[config.mk]
export PLATFORM = sky130hd
export DESIGN_NAME = muldiv_unit
export DESIGN_NICKNAME = d
export VERILOG_FILES = /design/src/verilog/muldiv_pkg.sv /design/src/verilog/booth_mul.sv /design/src/verilog/restoring_div.sv /design/src/verilog/muldiv_unit.sv
export VERILOG_INCLUDE_DIRS = /design/src /design/src/include
export SDC_FILE = /design/constraint.sdc
export NUM_CORES = 1
export LEC_CHECK = 0
export ABC_AREA = 1
export BUFFER_PORTS_ARGS = -buffer_cell sky130_fd_sc_hd__buf_2
export CAP_MARGIN = 20
export CORE_ASPECT_RATIO = 1.4
export CORE_UTILIZATION = 43
export CTS_BUF_LIST = sky130_fd_sc_hd__clkbuf_8 sky130_fd_sc_hd__clkbuf_16
export CTS_CLUSTER_SIZE = 14
export DETAILED_ROUTE_END_ITERATION = 16
export GPL_ROUTABILITY_DRIVEN = 0
export GPL_TIMING_DRIVEN = 0
export SETUP_SLACK_MARGIN = 0.2
export SLEW_MARGIN = 20
export SYNTH_ARGS = -nofsm -noshare
export SYNTH_HDL_FRONTEND = slang
export SYNTH_SLANG_ARGS = --single-unit
[constraint.sdc]
create_clock -name clk -period 9.4 [get_ports clk]
set_input_delay 1.88 -clock clk [delete_from_list [all_inputs] [get_ports clk]]
set_output_delay 1.88 -clock clk [all_outputs]
set_load 0.05 [all_outputs]
[src/include/muldiv_macros.svh]
////////////////////////////////////////////////////////////////////////////
// muldiv unit sizing macros
// operand width and iteration counts of the two engines
////////////////////////////////////////////////////////////////////////////

`ifndef MULDIV_MACROS_SVH
`define MULDIV_MACROS_SVH

// operand and result width, one word
`define MD_XLEN 32

// radix-4 booth retires two multiplier bits per step
`define MD_MUL_STEPS ((`MD_XLEN) / 2)

// restoring divider produces one quotient bit per step
`define MD_DIV_STEPS (`MD_XLEN)

`endif

[src/verilog/muldiv_pkg.sv]
////////////////////////////////////////////////////////////////////////////
// muldiv shared types
// operation enum, request struct, engine state enums
////////////////////////////////////////////////////////////////////////////

`include "muldiv_macros.svh"

package muldiv_pkg;

    // funct3 order of the M extension, bit 2 set means divide
    typedef enum logic [2:0] {
        MD_MUL    = 3'b000,  // low word, signed x signed
        MD_MULH   = 3'b001,  // high word, signed x signed
        MD_MULHSU = 3'b010,  // high word, signed x unsigned
        MD_MULHU  = 3'b011,  // high word, unsigned x unsigned
        MD_DIV    = 3'b100,
        MD_DIVU   = 3'b101,
        MD_REM    = 3'b110,
        MD_REMU   = 3'b111
    } md_op_e;

    // request from the execute stage
    // a is multiplicand / dividend, b is multiplier / divisor
    typedef struct packed {
        md_op_e              op;
        logic [`MD_XLEN-1:0] a;
        logic [`MD_XLEN-1:0] b;
    } md_req_t;

    // booth multiplier FSM
    typedef enum logic [1:0] {
        MUL_IDLE   = 2'b00,
        MUL_CALC   = 2'b01,
        MUL_OUTPUT = 2'b10
    } mul_state_e;

    // restoring divider FSM
    typedef enum logic [1:0] {
        DIV_IDLE   = 2'b00,
        DIV_CALC   = 2'b01,
        DIV_OUTPUT = 2'b10
    } div_state_e;

endpackage

[src/verilog/booth_mul.sv]
////////////////////////////////////////////////////////////////////////////
// booth_mul
// radix-4 booth multiplier, 16 iterations, MUL/MULH/MULHSU/MULHU
// high word of unsigned forms fixed up after the signed product
////////////////////////////////////////////////////////////////////////////

`timescale 1ns/10ps
`include "muldiv_macros.svh"

module booth_mul (
    input  logic                clk,
    input  logic                rst_n,
    input  muldiv_pkg::md_req_t req_i,
    input  logic                start_i,   // level, held for the whole op
    output logic [`MD_XLEN-1:0] result_o,
    output logic                busy_o,
    output logic                valid_o    // one cycle pulse
);

    localparam int XLEN  = `MD_XLEN;
    localparam int FW    = 2 * XLEN + 3;             // partial product frame
    localparam int CNT_W = $clog2(`MD_MUL_STEPS);
    localparam logic [CNT_W-1:0] LAST_STEP = CNT_W'(`MD_MUL_STEPS - 1);

    muldiv_pkg::mul_state_e state_q;
    muldiv_pkg::mul_state_e state_d;
    logic [CNT_W-1:0]       cnt_q;

    // operands kept for the high word fix-up
    muldiv_pkg::md_op_e     op_q;
    logic [XLEN-1:0]        mcand_q;
    logic [XLEN-1:0]        mplier_q;

    // precomputed addends, aligned to the upper part of the frame
    logic [FW-1:0]          add1_q;
    logic [FW-1:0]          sub1_q;
    logic [FW-1:0]          add2_q;
    logic [FW-1:0]          sub2_q;
    logic [FW-1:0]          prod_q;   // {acc, multiplier, guard}

    logic [XLEN+1:0]        mcand_x1;
    logic [XLEN+1:0]        mcand_x2;
    logic [FW-1:0]          addend;
    logic [FW-1:0]          prod_sum;
    logic [XLEN-1:0]        prod_hi;
    logic [XLEN-1:0]        prod_lo;
    logic [XLEN-1:0]        fix_mcand;
    logic [XLEN-1:0]        fix_mplier;
    logic [XLEN-1:0]        mul_res;

    assign mcand_x1 = {{2{req_i.a[XLEN-1]}}, req_i.a};      // 1x, sign extended
    assign mcand_x2 = {req_i.a[XLEN-1], req_i.a, 1'b0};     // 2x

    // recode the low three bits of the partial product
    always_comb begin
        case (prod_q[2:0])
            3'b001, 3'b010: addend = add1_q;
            3'b011:         addend = add2_q;
            3'b100:         addend = sub2_q;
            3'b101, 3'b110: addend = sub1_q;
            default:        addend = '0;   // 000 / 111, nothing to add
        endcase
        prod_sum = prod_q + addend;
    end

    assign prod_hi = prod_q[2*XLEN:XLEN+1];
    assign prod_lo = prod_q[XLEN:1];

    // signed product took b as negative when its msb is set, add a back
    assign fix_mcand  = mplier_q[XLEN-1] ? mcand_q : '0;
    // same for a when both sides are unsigned
    assign fix_mplier = mcand_q[XLEN-1] ? mplier_q : '0;

    always_comb begin
        case (op_q)
            muldiv_pkg::MD_MULH:   mul_res = prod_hi;
            muldiv_pkg::MD_MULHSU: mul_res = prod_hi + fix_mcand;
            muldiv_pkg::MD_MULHU:  mul_res = prod_hi + fix_mcand + fix_mplier;
            default:               mul_res = prod_lo;   // MUL
        endcase
    end

    // next state, a low start always drops back to idle
    always_comb begin
        state_d = state_q;
        if (!start_i) begin
            state_d = muldiv_pkg::MUL_IDLE;
        end else begin
            case (state_q)
                muldiv_pkg::MUL_IDLE:   state_d = muldiv_pkg::MUL_CALC;
                muldiv_pkg::MUL_CALC: begin
                    if (cnt_q == LAST_STEP) state_d = muldiv_pkg::MUL_OUTPUT;
                end
                default:                state_d = muldiv_pkg::MUL_IDLE;
            endcase
        end
    end

    // control and result
    always_ff @(posedge clk) begin
        if (!rst_n) begin
            state_q  <= muldiv_pkg::MUL_IDLE;
            cnt_q    <= '0;
            busy_o   <= 1'b0;
            valid_o  <= 1'b0;
            result_o <= '0;
        end else begin
            state_q <= state_d;
            valid_o <= 1'b0;
            case (state_q)
                muldiv_pkg::MUL_IDLE: begin
                    busy_o <= start_i;
                    cnt_q  <= '0;
                end
                muldiv_pkg::MUL_CALC: cnt_q <= cnt_q + 1'b1;
                muldiv_pkg::MUL_OUTPUT: begin
                    if (start_i) begin   // aborted op gives no pulse
                        result_o <= mul_res;
                        valid_o  <= 1'b1;
                        busy_o   <= 1'b0;
                    end
                end
                default: busy_o <= 1'b0;
            endcase
        end
    end

    // operand capture and booth iteration
    always_ff @(posedge clk) begin
        if (state_q == muldiv_pkg::MUL_IDLE && start_i) begin
            op_q     <= req_i.op;
            mcand_q  <= req_i.a;
            mplier_q <= req_i.b;
            add1_q   <= {mcand_x1, {(XLEN + 1){1'b0}}};
            sub1_q   <= {-mcand_x1, {(XLEN + 1){1'b0}}};
            add2_q   <= {mcand_x2, {(XLEN + 1){1'b0}}};
            sub2_q   <= {-mcand_x2, {(XLEN + 1){1'b0}}};
            prod_q   <= {{(XLEN + 2){1'b0}}, req_i.b, 1'b0};
        end else if (state_q == muldiv_pkg::MUL_CALC) begin
            prod_q <= {{2{prod_sum[FW-1]}}, prod_sum[FW-1:2]};   // asr by 2
        end
    end

endmodule

[src/verilog/restoring_div.sv]
////////////////////////////////////////////////////////////////////////////
// restoring_div
// sign-magnitude restoring divider, 32 iterations, DIV/DIVU/REM/REMU
// zero divisor and signed overflow results per the M extension
////////////////////////////////////////////////////////////////////////////

`timescale 1ns/10ps
`include "muldiv_macros.svh"

module restoring_div (
    input  logic                clk,
    input  logic                rst_n,
    input  muldiv_pkg::md_req_t req_i,
    input  logic                start_i,   // level, held for the whole op
    output logic [`MD_XLEN-1:0] result_o,
    output logic                busy_o,
    output logic                valid_o    // one cycle pulse
);

    localparam int XLEN  = `MD_XLEN;
    localparam int CNT_W = $clog2(`MD_DIV_STEPS);
    localparam logic [CNT_W-1:0] LAST_STEP = CNT_W'(`MD_DIV_STEPS - 1);
    localparam logic [XLEN-1:0]  MOST_NEG  = {1'b1, {(XLEN - 1){1'b0}}};

    muldiv_pkg::div_state_e state_q;
    muldiv_pkg::div_state_e state_d;
    logic [CNT_W-1:0]       cnt_q;

    // per-op flags recorded at start
    logic                   want_rem_q;
    logic                   neg_quo_q;
    logic                   neg_rem_q;
    logic                   div_zero_q;
    logic                   ovf_q;
    logic [XLEN-1:0]        dividend_q;   // raw, for the zero divisor case
    logic [XLEN-1:0]        divisor_q;    // magnitude
    logic [XLEN-1:0]        rem_q;
    logic [XLEN-1:0]        quo_q;        // dividend bits shift out, quotient in

    logic                   is_signed;
    logic                   a_neg;
    logic                   b_neg;
    logic [XLEN-1:0]        a_mag;
    logic [XLEN-1:0]        b_mag;
    logic [XLEN:0]          shift_pair;
    logic [XLEN+1:0]        trial;
    logic                   trial_ok;
    logic [XLEN-1:0]        quo_sgn;
    logic [XLEN-1:0]        rem_sgn;
    logic [XLEN-1:0]        div_res;

    // decode of the incoming request
    assign is_signed = ~req_i.op[0];                      // DIV, REM
    assign a_neg     = is_signed & req_i.a[XLEN-1];
    assign b_neg     = is_signed & req_i.b[XLEN-1];
    assign a_mag     = a_neg ? -req_i.a : req_i.a;
    assign b_mag     = b_neg ? -req_i.b : req_i.b;

    // one restoring step
    assign shift_pair = {rem_q, quo_q[XLEN-1]};
    assign trial      = {1'b0, shift_pair} - {2'b00, divisor_q};
    assign trial_ok   = ~trial[XLEN+1];                   // no borrow

    // sign restore and architectural overrides
    assign quo_sgn = neg_quo_q ? -quo_q : quo_q;
    assign rem_sgn = neg_rem_q ? -rem_q : rem_q;

    always_comb begin
        if (div_zero_q) begin
            div_res = want_rem_q ? dividend_q : '1;
        end else if (ovf_q) begin
            div_res = want_rem_q ? '0 : MOST_NEG;
        end else begin
            div_res = want_rem_q ? rem_sgn : quo_sgn;
        end
    end

    // next state, a low start always drops back to idle
    always_comb begin
        state_d = state_q;
        if (!start_i) begin
            state_d = muldiv_pkg::DIV_IDLE;
        end else begin
            case (state_q)
                muldiv_pkg::DIV_IDLE:   state_d = muldiv_pkg::DIV_CALC;
                muldiv_pkg::DIV_CALC: begin
                    if (cnt_q == LAST_STEP) state_d = muldiv_pkg::DIV_OUTPUT;
                end
                default:                state_d = muldiv_pkg::DIV_IDLE;
            endcase
        end
    end

    // control and result
    always_ff @(posedge clk) begin
        if (!rst_n) begin
            state_q  <= muldiv_pkg::DIV_IDLE;
            cnt_q    <= '0;
            busy_o   <= 1'b0;
            valid_o  <= 1'b0;
            result_o <= '0;
        end else begin
            state_q <= state_d;
            valid_o <= 1'b0;
            case (state_q)
                muldiv_pkg::DIV_IDLE: begin
                    busy_o <= start_i;
                    cnt_q  <= '0;
                end
                muldiv_pkg::DIV_CALC: cnt_q <= cnt_q + 1'b1;
                muldiv_pkg::DIV_OUTPUT: begin
                    if (start_i) begin   // no pulse on abort
                        result_o <= div_res;
                        valid_o  <= 1'b1;
                        busy_o   <= 1'b0;
                    end
                end
                default: busy_o <= 1'b0;
            endcase
        end
    end

    // operand capture and shift-subtract loop
    always_ff @(posedge clk) begin
        if (state_q == muldiv_pkg::DIV_IDLE && start_i) begin
            want_rem_q <= req_i.op[1];                    // REM, REMU
            neg_quo_q  <= a_neg ^ b_neg;
            neg_rem_q  <= a_neg;                          // follows dividend
            div_zero_q <= (req_i.b == '0);
            ovf_q      <= is_signed && (req_i.a == MOST_NEG) && (req_i.b == '1);
            dividend_q <= req_i.a;
            divisor_q  <= b_mag;
            rem_q      <= '0;
            quo_q      <= a_mag;
        end else if (state_q == muldiv_pkg::DIV_CALC) begin
            rem_q <= trial_ok ? trial[XLEN-1:0] : shift_pair[XLEN-1:0];
            quo_q <= {quo_q[XLEN-2:0], trial_ok};
        end
    end

endmodule

[src/verilog/muldiv_unit.sv]
////////////////////////////////////////////////////////////////////////////
// muldiv_unit
// M extension execute unit, steers start to the booth multiplier or
// the restoring divider and merges busy, valid and result
////////////////////////////////////////////////////////////////////////////

`timescale 1ns/10ps
`include "muldiv_macros.svh"

module muldiv_unit (
    input  logic                clk,
    input  logic                rst_n,
    input  muldiv_pkg::md_req_t req_i,
    input  logic                start_i,   // hold high until valid_o
    output logic [`MD_XLEN-1:0] result_o,
    output logic                busy_o,
    output logic                valid_o
);

    logic                is_div;
    logic                mul_start;
    logic                div_start;
    logic [`MD_XLEN-1:0] mul_result;
    logic [`MD_XLEN-1:0] div_result;
    logic                mul_busy;
    logic                div_busy;
    logic                mul_valid;
    logic                div_valid;
    logic [`MD_XLEN-1:0] result_q;   // last delivered result

    // op bit 2 picks the engine
    assign is_div    = req_i.op[2];
    assign mul_start = start_i & ~is_div;
    assign div_start = start_i & is_div;

    booth_mul u_mul (
        .clk      (clk),
        .rst_n    (rst_n),
        .req_i    (req_i),
        .start_i  (mul_start),
        .result_o (mul_result),
        .busy_o   (mul_busy),
        .valid_o  (mul_valid)
    );

    restoring_div u_div (
        .clk      (clk),
        .rst_n    (rst_n),
        .req_i    (req_i),
        .start_i  (div_start),
        .result_o (div_result),
        .busy_o   (div_busy),
        .valid_o  (div_valid)
    );

    assign busy_o  = mul_busy | div_busy;
    assign valid_o = mul_valid | div_valid;   // no extra stage on valid

    // keep the last result visible between pulses
    always_ff @(posedge clk) begin
        if (!rst_n) begin
            result_q <= '0;
        end else if (mul_valid) begin
            result_q <= mul_result;
        end else if (div_valid) begin
            result_q <= div_result;
        end
    end

    // result lines up with the valid pulse
    always_comb begin
        if (mul_valid) result_o = mul_result;
        else if (div_valid) result_o = div_result;
        else result_o = result_q;
    end

endmodule

==> impl_metrics.xml <==
<?xml version="1.0" encoding="UTF-8"?>
<metrics>
  <group name="timing">
    <metric name="slew_violations" unit="">0</metric>
    <metric name="hold_viol_final" unit="">0</metric>
    <metric name="finalCritPeriodShare" unit="%">56.6</metric>
    <metric name="fin_crit" unit="ns">5.32</metric>
    <metric name="worstMarginPinSlew" unit="ns">1.22</metric>
    <metric name="timing.clock.skew" unit="ns">0.0332</metric>
    <metric name="report.final.setup_viol" unit="">0</metric>
    <metric name="timing.final.ws_setup" unit="ns">4.08</metric>
    <metric name="achievable-frequency" unit="GHz">0.188</metric>
    <metric name="timing.max_slew.rel_slack" unit="%">18.0</metric>
    <metric name="totalNegativeSetupSlack" unit="ns">0</metric>
    <metric name="rsz0062_at_grt" unit="">false</metric>
  </group>
  <group name="synthesis">
    <metric name="synth_simple_gate_area_share" unit="%">23.3</metric>
    <metric name="yosys_warnings" unit="">0</metric>
    <metric name="post_synthesis_compound_gate_area_fraction" unit="%">18.9</metric>
    <metric name="post_synthesis_adder_cell_area_fraction" unit="%">6.32</metric>
    <metric name="syn_avg_cell_area" unit="sq um">7.28</metric>
    <metric name="synth_mux_area_share" unit="%">0</metric>
    <metric name="number_of_flops_mapped_to_enable_cells_by_yosys" unit="">233</metric>
    <metric name="synthesis.instances" unit="">3845</metric>
    <metric name="ys_seq_elements" unit="">411</metric>
    <metric name="synth_area_leaders" unit="">sky130_fd_sc_hd__edfxtp_1 25%, sky130_fd_sc_hd__dfxtp_1 13%, sky130_fd_sc_hd__nand2_1 11%</metric>
    <metric name="seq_area_frac_synth" unit="%">37.7</metric>
    <metric name="synth-xor-area-share" unit="%">4.12</metric>
    <metric name="post_synth_instance_area" unit="sq mm">0.0280</metric>
    <metric name="synth.distinct_cells" unit="">60</metric>
    <metric name="synth.net_count" unit="">4054</metric>
    <metric name="ys.flop_type" unit="">sky130_fd_sc_hd__edfxtp_1</metric>
    <metric name="synth_async_sr_flop_share" unit="%">0</metric>
    <metric name="synth_top_cell_by_area" unit="">sky130_fd_sc_hd__edfxtp_1</metric>
    <metric name="yosysTopAreaCellShare" unit="%">25.0</metric>
    <metric name="main_combinational_cell_family_by_area_after_synthesis" unit="">simple AND/OR/NAND/NOR gates</metric>
  </group>
  <group name="finish">
    <metric name="finish.net_count" unit="">4207</metric>
    <metric name="syn_to_layout_area_delta" unit="%">11.4</metric>
    <metric name="layout-drive-gt1-share" unit="%">6.43</metric>
  </group>
  <group name="floorplanning">
    <metric name="floorplan.io_pins" unit="">104</metric>
    <metric name="die_width" unit="microns">218</metric>
    <metric name="chipHeight" unit="microns">304</metric>
    <metric name="floorplan.initialDensity" unit="%">43.5</metric>
    <metric name="floorplan.core_area" unit="sq mm">0.0644</metric>
    <metric name="rows" unit="">110</metric>
    <metric name="die_area" unit="sq mm">0.0662</metric>
  </group>
  <group name="worst_setup_path">
    <metric name="path_max_fanout" unit="">10</metric>
    <metric name="cp.required" unit="ns">9.92</metric>
    <metric name="timing.rr.end" unit="">u_mul.result_o[31]</metric>
    <metric name="critPathArrivalTime" unit="ns">5.84</metric>
    <metric name="r2r_slack" unit="ns">4.08</metric>
    <metric name="worst-setup-path-type" unit="">reg -&gt; reg</metric>
    <metric name="worst_setup_path_start_kind" unit="">register</metric>
    <metric name="timing.rr.start" unit="">u_mul.mplier_q[31]</metric>
    <metric name="reg2reg_depth" unit="">26</metric>
    <metric name="critPathCaptureType" unit="">register</metric>
  </group>
  <group name="route">
    <metric name="drt-pass1-iter-count" unit="">6</metric>
    <metric name="detail_route.drc_violations" unit="">0</metric>
    <metric name="initialDrtViolationCount" unit="">2555</metric>
    <metric name="vias" unit="">27569</metric>
    <metric name="post_drt_antenna_nets" unit="">0</metric>
    <metric name="detail_route.vias_per_cell" unit="">5.66</metric>
    <metric name="routed_wl" unit="mm">111</metric>
    <metric name="routedWlPerCell" unit="microns">22.8</metric>
  </group>
  <group name="clock_network">
    <metric name="post_cts_clock_slew_at_the_launch_and_capture_registers_of_the_worst_setup_and_hold_paths" unit="ns">0.07</metric>
    <metric name="tritoncts_num_sinks" unit="">411</metric>
    <metric name="tritoncts" unit="">done</metric>
    <metric name="clkLatencyLatePin" unit="ns">0.61</metric>
    <metric name="clock_tree.root_cell" unit="">sky130_fd_sc_hd__clkbuf_16</metric>
    <metric name="postCtsSetupBuffers" unit="">0</metric>
    <metric name="cts_inserted_buffers" unit="">44</metric>
    <metric name="htree_num_levels" unit="">2</metric>
    <metric name="clk_path_buf_depth" unit="">3</metric>
    <metric name="number_of_buffers_inserted_by_hold_repair_at_cts" unit="">0</metric>
    <metric name="post_cts_resized" unit="">0</metric>
  </group>
  <group name="run">
    <metric name="cap_viol_max_count" unit="">0</metric>
  </group>
  <group name="global_route">
    <metric name="gr_util_all_layers" unit="%">33.0</metric>
    <metric name="antenna_found_initial" unit="">0</metric>
    <metric name="number_of_global_route_vias_before_repair" unit="">25905</metric>
    <metric name="grt_max_degree" unit="">76</metric>
    <metric name="grt_remaining_overflow" unit="">0</metric>
    <metric name="grt_first_pass_wirelength" unit="mm">162</metric>
  </group>
  <group name="min_path">
    <metric name="min_path_cells" unit="">2</metric>
    <metric name="hold_worst_path_end" unit="">u_mul.result_o[17]</metric>
    <metric name="worstHoldPathType" unit="">reg -&gt; reg</metric>
    <metric name="worst_hold_startpoint" unit="">u_mul.result_o[17]</metric>
  </group>
  <group name="placed_design">
    <metric name="port-buffer-count" unit="">103</metric>
    <metric name="detailedPlacementHpwl" unit="mm">90.2</metric>
    <metric name="preCtsSetupSlack" unit="ns">4.09</metric>
  </group>
  <group name="power">
    <metric name="worst_ir_drop_vdd" unit="mV">0.146</metric>
    <metric name="cellLeakagePower" unit="uW">0.0139</metric>
    <metric name="power_density" unit="mW/mm^2">199</metric>
  </group>
  <group name="run_status">
    <metric name="status" unit="">finished, final reports clean</metric>
  </group>
</metrics>
-- placed cells by master (no fill, tap or decap), types with 6 or more instances in the layout --
cell type / synthesis / final
sky130_fd_sc_hd__nor2_1: 298 / 298
sky130_fd_sc_hd__a21oi_1: 306 / 306
sky130_fd_sc_hd__o22ai_1: 40 / 40
sky130_fd_sc_hd__buf_2: 2 / 105
sky130_fd_sc_hd__o21ai_1: 16 / 16
sky130_fd_sc_hd__xnor2_1: 35 / 35
sky130_fd_sc_hd__o21ai_0: 348 / 348
sky130_fd_sc_hd__a31oi_1: 39 / 39
sky130_fd_sc_hd__dfxtp_1: 178 / 178
sky130_fd_sc_hd__o211ai_1: 66 / 66
sky130_fd_sc_hd__clkinv_1: 9 / 13
sky130_fd_sc_hd__inv_1: 572 / 578
sky130_fd_sc_hd__xor2_1: 94 / 94
sky130_fd_sc_hd__nor2_2: 9 / 9
sky130_fd_sc_hd__a221oi_1: 7 / 7
sky130_fd_sc_hd__o2111ai_1: 28 / 28
sky130_fd_sc_hd__nand2_1: 816 / 816
sky130_fd_sc_hd__clkbuf_1: 118 / 116
sky130_fd_sc_hd__inv_2: 5 / 6
sky130_fd_sc_hd__or2_2: 42 / 42
sky130_fd_sc_hd__nand3b_1: 6 / 6
sky130_fd_sc_hd__nand3_1: 191 / 191
sky130_fd_sc_hd__o21a_1: 6 / 6
sky130_fd_sc_hd__nor4_1: 22 / 21
sky130_fd_sc_hd__a21o_1: 7 / 7
sky130_fd_sc_hd__o21bai_1: 19 / 19
sky130_fd_sc_hd__buf_1: 13 / 13
sky130_fd_sc_hd__o221ai_1: 11 / 11
sky130_fd_sc_hd__clkinv_2: 0 / 6
sky130_fd_sc_hd__ha_1: 135 / 135
sky130_fd_sc_hd__nand4_1: 52 / 52
sky130_fd_sc_hd__edfxtp_1: 233 / 233
sky130_fd_sc_hd__clkbuf_16: 0 / 46
sky130_fd_sc_hd__nor3_1: 54 / 54
-- report_power, final --
part	leakage (uW)	switching (uW)	internal, uW	total [uW]
combinational	0.00949	1430	678	2100
clock	0.000774	796	1070	1860
sequential	0.00365	189	2050	2240
-- layer usage --
metal / share of wire (%) / global-route usage, %
met1: 39 / 39.7
met2: 47 / 55.4
met3: 6.2 / 4.22
met4: 7.5 / 20.9
met5: 0 / 0
-- worst max path at each step --
stage                                  start                 end  slack [ns]  cells past startpoint
final                     u_mul.mplier_q[31]  u_mul.result_o[31]        4.08                     26
after detailed placement            req_i[1]    u_div.div_zero_q        4.09                     14
after global routing      u_mul.mplier_q[31]  u_mul.result_o[31]        3.73                     24
after global placement             req_i[66]    u_mul.prod_q[27]       -0.05                      6
after floorplan                      start_i    u_mul.prod_q[10]        3.10                      6
after CTS                 u_mul.mplier_q[31]  u_mul.result_o[31]        4.27                     26
-- state kept, by name (all words and copies together), names as in the netlist, 2 cells and up --
name              count
u_mul.state_q         2
u_mul.sub1_q         33
u_div.result_o       32
u_div.divisor_q      32
u_div.rem_q          32
u_div.state_q         2
u_mul.cnt_q           4
u_mul.op_q            3
u_mul.mplier_q       32
u_div.quo_q          32
result_q             32
u_mul.mcand_q        32
u_mul.prod_q         65
u_div.cnt_q           5
u_div.dividend_q     32
u_mul.result_o       32
-- cell type report --
type,instances,area [sq um]
multi-input combinational,2715,14800
clock buffer,50,1210
clock inverter,29,310
timing repair buffer,107,598
fill,6700,33200
tap,840,1050
antenna,3,7.51
sequential,411,10600
buffer,133,507
inverter,586,2200
-- kinds of logic after synthesis --
family,count (synthesis)
and+or+nand+nor,1519
AOI/OAI and AO/OA,927
buffers and inverters,719
DFF,411
adders and majority gates,139
xor gates and xnor gates,130
-- worst max-delay path, cell delays in order, from the launching register on --
cell                        delay [ns]
sky130_fd_sc_hd__edfxtp_1         0.49
sky130_fd_sc_hd__clkbuf_1         0.33
sky130_fd_sc_hd__nand2_1          0.25
sky130_fd_sc_hd__inv_1            0.10
sky130_fd_sc_hd__ha_1             0.30
sky130_fd_sc_hd__nand2_1          0.15
sky130_fd_sc_hd__inv_1            0.07
sky130_fd_sc_hd__nand2_1          0.06
sky130_fd_sc_hd__nand2_1          0.06
sky130_fd_sc_hd__a21oi_1          0.27
sky130_fd_sc_hd__nand3_2          0.19
sky130_fd_sc_hd__a21oi_1          0.28
sky130_fd_sc_hd__o21ai_1          0.15
sky130_fd_sc_hd__xor2_1           0.30
sky130_fd_sc_hd__ha_1             0.28
sky130_fd_sc_hd__clkbuf_1         0.21
sky130_fd_sc_hd__nand2_1          0.19
sky130_fd_sc_hd__o21ai_0          0.14
sky130_fd_sc_hd__inv_1            0.07
sky130_fd_sc_hd__nor2_1           0.03
sky130_fd_sc_hd__a2111oi_0        0.54
sky130_fd_sc_hd__nand3_1          0.15
sky130_fd_sc_hd__nand2_1          0.09
sky130_fd_sc_hd__nand3_1          0.13
sky130_fd_sc_hd__nand2_1          0.17
sky130_fd_sc_hd__nand2_1          0.10
sky130_fd_sc_hd__a21oi_1          0.12
-- synth_stat cells (54+ instances only) --
cell	number
sky130_fd_sc_hd__dfxtp_1	178
sky130_fd_sc_hd__nand3_1	191
sky130_fd_sc_hd__a21oi_1	306
sky130_fd_sc_hd__o211ai_1	66
sky130_fd_sc_hd__xor2_1	94
sky130_fd_sc_hd__nor3_1	54
sky130_fd_sc_hd__edfxtp_1	233
sky130_fd_sc_hd__nor2_1	298
sky130_fd_sc_hd__o21ai_0	348
sky130_fd_sc_hd__clkbuf_1	118
sky130_fd_sc_hd__inv_1	572
sky130_fd_sc_hd__nand2_1	816
sky130_fd_sc_hd__ha_1	135
-- through the flow --
step | total power (uW) | hold WS, ns | instances | cell area (sq um) | util, %
after global placement | 4300 | 0.455 | 4788 | 29600 | 45.9
after global routing | 6510 | 0.491 | 4871 | 31200 | 48.4
after floorplan | 3670 | 0.445 | 3845 | 28000 | -
after detailed placement | 4310 | 0.456 | 4792 | 29700 | 46.1
after CTS | 6160 | 0.465 | 4871 | 31200 | 48.4
final | 6200 | 0.466 | 4874 | 31200 | 48.4
(Power assumes the default switching activity.)
